$ cat src/uart_pkg.sv
package uart_pkg;

  // Baud divider used when the top level is not overridden
  parameter int default_clocks_per_baud = 16;

  // One received character as it leaves the receiver
  typedef struct packed {
    logic       frame_err;  // Stop bit sampled low
    logic [7:0] data;
  } uart_byte_t;

  typedef enum logic [1:0] {
    rx_idle,
    rx_start,
    rx_data,
    rx_stop
  } rx_state_e;

  typedef enum logic [1:0] {
    tx_idle,
    tx_start,
    tx_data,
    tx_stop
  } tx_state_e;

  typedef enum logic {
    echo_idle,
    echo_send
  } echo_state_e;

endpackage

$ cat src/echo_ctrl.sv
`timescale 1ns/1ps

module echo_ctrl (
  input  logic                 clk,
  input  logic                 rst_n,
  input  uart_pkg::uart_byte_t rx_byte,
  input  logic                 rx_valid,
  output logic                 rx_take,
  output logic [7:0]           tx_data,
  output logic                 tx_start,
  input  logic                 tx_busy,
  input  logic                 frame_err_pulse,
  input  logic                 overrun_pulse,
  output logic                 frame_err,
  output logic                 overrun
);

  uart_pkg::echo_state_e state;
  logic                  tx_busy_q;
  logic                  fire;
  logic                  tx_done;

  // Clean byte waiting and transmitter free
  assign fire    = (state == uart_pkg::echo_idle) && rx_valid && !tx_busy &&
                   !rx_byte.frame_err;
  assign tx_done = tx_busy_q && !tx_busy;  // Falling edge of busy

  always_ff @(posedge clk or negedge rst_n) begin
    if (!rst_n) begin
      state     <= uart_pkg::echo_idle;
      tx_busy_q <= 1'b0;
      tx_start  <= 1'b0;
      rx_take   <= 1'b0;
    end else begin
      tx_busy_q <= tx_busy;
      tx_start  <= fire;
      rx_take   <= fire;  // Frees the holding register with the start
      case (state)
        uart_pkg::echo_idle: begin
          if (fire) begin
            state <= uart_pkg::echo_send;
          end
        end
        uart_pkg::echo_send: begin
          if (tx_done) begin
            state <= uart_pkg::echo_idle;
          end
        end
        default: begin
          state <= uart_pkg::echo_idle;
        end
      endcase
    end
  end

  always_ff @(posedge clk) begin
    if (fire) begin
      tx_data <= rx_byte.data;
    end
  end

  // Sticky status, cleared by reset only
  always_ff @(posedge clk or negedge rst_n) begin
    if (!rst_n) begin
      frame_err <= 1'b0;
      overrun   <= 1'b0;
    end else begin
      frame_err <= frame_err | frame_err_pulse;
      overrun   <= overrun | overrun_pulse;
    end
  end

endmodule

$ cat src/uart_echo_top.sv
`timescale 1ns/1ps

module uart_echo_top #(
  parameter int clocks_per_baud = uart_pkg::default_clocks_per_baud
) (
  input  logic clk,
  input  logic rst_n,
  input  logic rx_in,
  output logic tx_out,
  output logic clear_to_send_n,
  output logic frame_err,
  output logic overrun
);

  uart_pkg::uart_byte_t rx_byte;
  logic                 rx_valid;
  logic                 rx_take;
  logic                 clear_to_send;
  logic                 frame_err_pulse;
  logic                 overrun_pulse;
  logic [7:0]           tx_data;
  logic                 tx_start;
  logic                 tx_busy;

  uart_rx #(
    .clocks_per_baud(clocks_per_baud)
  ) rx_i (
    .clk            (clk),
    .rst_n          (rst_n),
    .rx             (rx_in),
    .rx_take        (rx_take),
    .rx_byte        (rx_byte),
    .rx_valid       (rx_valid),
    .clear_to_send  (clear_to_send),
    .frame_err_pulse(frame_err_pulse),
    .overrun_pulse  (overrun_pulse)
  );

  echo_ctrl ctrl_i (
    .clk            (clk),
    .rst_n          (rst_n),
    .rx_byte        (rx_byte),
    .rx_valid       (rx_valid),
    .rx_take        (rx_take),
    .tx_data        (tx_data),
    .tx_start       (tx_start),
    .tx_busy        (tx_busy),
    .frame_err_pulse(frame_err_pulse),
    .overrun_pulse  (overrun_pulse),
    .frame_err      (frame_err),
    .overrun        (overrun)
  );

  uart_tx #(
    .clocks_per_baud(clocks_per_baud)
  ) tx_i (
    .clk     (clk),
    .rst_n   (rst_n),
    .tx_data (tx_data),
    .tx_start(tx_start),
    .tx_busy (tx_busy),
    .tx      (tx_out)
  );

  assign clear_to_send_n = ~clear_to_send;  // Pin is active low

endmodule

$ cat src/uart_rx.sv
`timescale 1ns/1ps

module uart_rx #(
  parameter int clocks_per_baud = 16
) (
  input  logic                clk,
  input  logic                rst_n,
  input  logic                rx,
  input  logic                rx_take,
  output uart_pkg::uart_byte_t rx_byte,
  output logic                rx_valid,
  output logic                clear_to_send,
  output logic                frame_err_pulse,
  output logic                overrun_pulse
);

  localparam int cnt_w = $clog2(clocks_per_baud + 1);
  localparam logic [cnt_w-1:0] half_cnt = cnt_w'(clocks_per_baud / 2 - 1);
  localparam logic [cnt_w-1:0] last_cnt = cnt_w'(clocks_per_baud - 1);

  logic                rx_meta;
  logic                rx_sync;
  logic                rx_prev;
  logic                rx_fall;
  uart_pkg::rx_state_e state;
  logic [cnt_w-1:0]    cnt;
  logic [2:0]          bit_cnt;
  logic [7:0]          shift_reg;
  logic                bit_tick;
  logic                stop_tick;
  logic                load_hold;

  // Two-stage synchronizer plus one stage for edge detection
  always_ff @(posedge clk or negedge rst_n) begin
    if (!rst_n) begin
      rx_meta <= 1'b1;
      rx_sync <= 1'b1;
      rx_prev <= 1'b1;
    end else begin
      rx_meta <= rx;
      rx_sync <= rx_meta;
      rx_prev <= rx_sync;
    end
  end

  assign rx_fall   = rx_prev & ~rx_sync;
  assign bit_tick  = (cnt == last_cnt);
  assign stop_tick = (state == uart_pkg::rx_stop) && bit_tick;
  assign load_hold = stop_tick && !rx_valid;  // Never overwrite a held byte

  always_ff @(posedge clk or negedge rst_n) begin
    if (!rst_n) begin
      state           <= uart_pkg::rx_idle;
      cnt             <= '0;
      bit_cnt         <= '0;
      rx_valid        <= 1'b0;
      frame_err_pulse <= 1'b0;
      overrun_pulse   <= 1'b0;
    end else begin
      frame_err_pulse <= stop_tick && !rx_sync;
      overrun_pulse   <= stop_tick && rx_sync && rx_valid;
      if (load_hold && rx_sync) begin
        rx_valid <= 1'b1;
      end else if (rx_take) begin
        rx_valid <= 1'b0;
      end
      case (state)
        uart_pkg::rx_idle: begin
          cnt <= '0;
          if (rx_fall) begin
            state <= uart_pkg::rx_start;
          end
        end
        uart_pkg::rx_start: begin
          if (cnt == half_cnt) begin  // Middle of the start bit
            cnt     <= '0;
            bit_cnt <= '0;
            state   <= rx_sync ? uart_pkg::rx_idle : uart_pkg::rx_data;  // Glitch rejected
          end else begin
            cnt <= cnt + 1'b1;
          end
        end
        uart_pkg::rx_data: begin
          if (bit_tick) begin
            cnt     <= '0;
            bit_cnt <= bit_cnt + 1'b1;
            if (bit_cnt == 3'd7) begin
              state <= uart_pkg::rx_stop;
            end
          end else begin
            cnt <= cnt + 1'b1;
          end
        end
        uart_pkg::rx_stop: begin
          if (bit_tick) begin
            cnt   <= '0;
            state <= uart_pkg::rx_idle;
          end else begin
            cnt <= cnt + 1'b1;
          end
        end
        default: begin
          state <= uart_pkg::rx_idle;
        end
      endcase
    end
  end

  // Data path, LSB arrives first
  always_ff @(posedge clk) begin
    if (state == uart_pkg::rx_data && bit_tick) begin
      shift_reg <= {rx_sync, shift_reg[7:1]};
    end
    if (load_hold) begin
      rx_byte.data      <= shift_reg;
      rx_byte.frame_err <= ~rx_sync;
    end
  end

  assign clear_to_send = ~rx_valid;

endmodule

$ cat src/uart_tx.sv
`timescale 1ns/1ps

module uart_tx #(
  parameter int clocks_per_baud = 16
) (
  input  logic       clk,
  input  logic       rst_n,
  input  logic [7:0] tx_data,
  input  logic       tx_start,
  output logic       tx_busy,
  output logic       tx
);

  localparam int cnt_w = $clog2(clocks_per_baud + 1);
  localparam logic [cnt_w-1:0] last_cnt = cnt_w'(clocks_per_baud - 1);

  uart_pkg::tx_state_e state;
  logic [cnt_w-1:0]    cnt;
  logic [2:0]          bit_cnt;
  logic [7:0]          shift_reg;
  logic                bit_tick;
  logic                load;
  logic                shift;

  assign bit_tick = (cnt == last_cnt);
  assign load     = (state == uart_pkg::tx_idle) && tx_start;  // Start ignored when busy
  assign shift    = bit_tick &&
                    ((state == uart_pkg::tx_start) || (state == uart_pkg::tx_data));

  always_ff @(posedge clk or negedge rst_n) begin
    if (!rst_n) begin
      state   <= uart_pkg::tx_idle;
      cnt     <= '0;
      bit_cnt <= '0;
      tx      <= 1'b1;  // Line idles high
    end else begin
      case (state)
        uart_pkg::tx_idle: begin
          cnt     <= '0;
          bit_cnt <= '0;
          if (load) begin
            tx    <= 1'b0;  // Start bit
            state <= uart_pkg::tx_start;
          end
        end
        uart_pkg::tx_start: begin
          if (bit_tick) begin
            cnt   <= '0;
            tx    <= shift_reg[0];
            state <= uart_pkg::tx_data;
          end else begin
            cnt <= cnt + 1'b1;
          end
        end
        uart_pkg::tx_data: begin
          if (bit_tick) begin
            cnt     <= '0;
            bit_cnt <= bit_cnt + 1'b1;
            if (bit_cnt == 3'd7) begin
              tx    <= 1'b1;  // Stop bit
              state <= uart_pkg::tx_stop;
            end else begin
              tx <= shift_reg[0];
            end
          end else begin
            cnt <= cnt + 1'b1;
          end
        end
        uart_pkg::tx_stop: begin
          if (bit_tick) begin
            cnt   <= '0;
            state <= uart_pkg::tx_idle;
          end else begin
            cnt <= cnt + 1'b1;
          end
        end
        default: begin
          state <= uart_pkg::tx_idle;
        end
      endcase
    end
  end

  // Next bit to send always sits in bit 0
  always_ff @(posedge clk) begin
    if (load) begin
      shift_reg <= tx_data;
    end else if (shift) begin
      shift_reg <= {1'b1, shift_reg[7:1]};
    end
  end

  assign tx_busy = (state != uart_pkg::tx_idle);

endmodule
$ cat config.mk
export PLATFORM = sky130hd
export DESIGN_NAME = uart_echo_top
export DESIGN_NICKNAME = d
export VERILOG_FILES = /design/src/uart_pkg.sv /design/src/echo_ctrl.sv /design/src/uart_echo_top.sv /design/src/uart_rx.sv /design/src/uart_tx.sv
export SDC_FILE = /design/constraint.sdc
export NUM_CORES = 1
export LEC_CHECK = 0
export BUFFER_PORTS_ARGS = -buffer_cell sky130_fd_sc_hd__buf_2
export CAP_MARGIN = 20
export CORE_MARGIN = 3
export CORE_UTILIZATION = 35
export DETAILED_ROUTE_END_ITERATION = 7
export GPL_TIMING_DRIVEN = 1
export PLACE_DENSITY = 0.55
export SLEW_MARGIN = 10
export SYNTH_ARGS = -nofsm -noshare
export SYNTH_HDL_FRONTEND = slang
export SYNTH_SLANG_ARGS = --single-unit
$ cat constraint.sdc
create_clock -name clk -period 2.3 [get_ports clk]
set_input_delay 0.46 -clock clk [delete_from_list [all_inputs] [get_ports clk]]
set_output_delay 0.46 -clock clk [all_outputs]
set_load 0.01 [all_outputs]
==> flow_summary.toml <==
[yosys]
synth_edf_count = 33
synth-simple-area-share_pct = 9.87
yosys-mux-area-fraction_pct = 5.71
yosysSeqAreaShare_pct = 67.2
yosys.area.top_type = "edfxtp_1"
synthTopCellsByArea = "edfxtp_1 37%, dfrtp_1 26%, ha_1 7.0%"
synth_seq_cells = 65
synth.distinct_cells = 42
synth_compound_area_share_pct = 6.31
synth_top_family_by_area = "simple AND/OR/NAND/NOR gates"
synth_area_um2 = 2680
synth_ff_type = "edfxtp_1"
synthXorXnorAreaFrac_pct = 1.64
syn_nets = 199
synth_fa_ha_area_share_pct = 7.02
synth-async-reset-ratio_pct = 49.2
ys_warn_count = 0
avgSynthCellArea_um2 = 14.8
synth_cells = 181
synth_top_area_share_pct = 37.0

[timing]
fin_hold_ws_ns = 0.179
max_freq_mhz = 539
tns_ns = 0
max_slew_margin_pct = 52.7
rsz0062_at_grt = "no"
skew_ns = 0.00842
period_share_pct = 80.6
drv_slew = 0
setup_viol = 0
max_slew.worst_pin.slew_ns = 0.710
finalHoldViolCount = 0
period_needed_ns = 1.85

[setup_path]
r2r_setup_slack_ns = 0.45
path_class = "flip-flop to flip-flop"
r2r-end = "rx_i.bit_cnt[0]"
r2r_cells = 6
r2r-start = "rx_i.state[0]"
path_cells = "inv_1 > ha_1 > mux2_4 > o22ai_4 > nand2_4 > mux2_4"
critPathMaxFanout = 10
crit_cells = 6
endpoint = "rx_i.bit_cnt[0]"
critPathBufInv = 1
cpMostUsedCell = "mux2_4"
cp.arrival_ns = 2.07
slowest_stage = "dfrtp_1"
required_ns = 2.51
cp-start-kind = "flip-flop"
critPathLaunch = "rx_i.state[0]"
end_kind = "flip-flop"
crit_family = "multiplexers"
slowest_delay_ns = 0.41

[die]
num_rows = 31
dieWidth_um = 93.4
dieArea_um2 = 8730
pin_count = 7
design.core.area_um2 = 7330
die_h_um = 93.4
start_util_pct = 36.5

[detailed_routing]
wl_per_cell_um = 13.0
drt_iter0_drc = 55
routed_wirelength_um = 3910
vias = 1405
drc = 0
vias_per_cell = 4.67
drtAntennaViolNets = 0
drt_first_pass_iters = 4

[global_routing]
grt_pass1_wl_um = 6850
use_met3_pct = 4.59
grt-ovfl-total = 0
gr-max-usage-layer = "met2"
track_usage_pct = 10.4
grtUsageMet2_pct = 15.2
grt_max_degree = 33
global_route.usage.met1_pct = 13.3
grt_pass1_vias = 1489
antenna_found_initial = 0

[power_and_ir_drop]
power_mw = 2.83
irDropWorstVdd_mv = 0.549
powerDensity_nw_per_um2 = 926
leakage_nw = 1.28

[clock_tree]
cts_sinks = 65
cts_buffer_depth = 2
cts_tree = "done"
post_cts_resized = 0
cts-root-buf = "clkbuf_8"
cts_setup_buffers = 0
clkTransAtPathRegs_ns = 0.07
numCtsBuffers = 9
ctsHoldBuffers = 0
clkLatencyLatePin_ns = 0.33
htreeDepth = 3

[finish]
antennaDiodeCount = 0
register_area_um2 = 1800
multi_input_area_um2 = 817
layout_commonest_cell = "edfxtp_1"
largest_reg_flops = 9
drive_gt1_share_pct = 24.3
mostFrequentLayoutCells = "33 x edfxtp_1, 28 x dfrtp_1, 15 x ha_1"
regMostFlops = "rx_i.rx_byte"
syn2layout_area_growth_pct = 14.3
fin_nets = 215
fin_area_um2 = 3060
num-fill-cells = 691

[worst_hold_path]
hp-class = "primary input to asynchronous set/reset pin"

[placed_design]
dpl_cell_area_um2 = 2820
gp_congestion = 0.778
dp_hpwl_um = 2690
portBuffers = 6

[run_status]
status = "completed"

[run]
drv_cap = 0
[power by group]
part	switching, mW	internal [mW]	leakage (nW)
clock network	0.408	0.710	0.120
logic	0.231	0.169	0.451
registers	0.0454	1.27	0.704
[area by class of cell]
class                           count  share of cell area [%]
Clock inverter                      7                    3.56
Timing Repair Buffer                9                    1.72
Tap cell                           99                    4.05
Clock buffer                        9                    4.05
Inverter                            9                    1.11
Multi-Input combinational cell    103                    26.7
Sequential cell                    65                    58.8
[cells by family (layout without fill, tap and decap cells)]
| group | count (synthesis) | after routing |
|---|---|---|
| fa+ha+maj | 15 | 15 |
| buf+inv | 13 | 34 |
| compound gates | 21 | 21 |
| mux | 13 | 13 |
| flops | 65 | 65 |
| xor+xnor | 5 | 5 |
| simple gates | 49 | 49 |
[per-stage QoR]
stage / worst slack [ns] / instances / util [%]
3_3_place_gp: 0.489 / 285 / 38.5
2_1_floorplan: 0.00124 / 181 / -
3_5_place_dp: 0.446 / 285 / 38.5
6_report: 0.446 / 301 / 41.7
4_1_cts: 0.434 / 301 / 41.7
5_1_grt: 0.278 / 301 / 41.7
[synthesized netlist by cell type, types with 2 or more instances]
master    instances
nand4_1           3
dfstp_2           4
xor2_1            3
xnor2_1           2
mux2_2           10
nor3_1            6
edfxtp_1         33
ha_1             15
nor2_1           11
a21bo_2           2
a21o_1            2
nand3_1           5
or2_2             3
inv_1             9
nand2_1           8
o21ai_0           5
nor2b_1           2
nand2b_1          2
a21oi_1           3
a22o_1            3
dfrtp_1          28
mux2_4            2
[routing by layer]
metal  part of all wire [%]  up-vias  wire length [µm]
li1                       -      693                 -
met1                     48      690              1900
met2                     47       18              1820
met3                    3.8        4               147
met4                    1.1        0                44
met5                      0        -                 0
[worst min-delay path by stage]
stage | from | end | slack [ns] | depth (start not counted)
after floorplan | rst_n | asynchronous set/reset pin | 0.16 | 0
after global placement | rx_i.rx_meta | rx_i.rx_sync | 0.35 | 0
after detailed placement | rx_i.rx_meta | rx_i.rx_sync | 0.35 | 0
after CTS | rst_n | tx_i.bit_cnt[0] | 0.19 | 1
after global routing | rst_n | tx_i.bit_cnt[0] | 0.20 | 1
final | rst_n | tx_i.bit_cnt[1] | 0.18 | 1
Power figures use the tool's default switching activity.
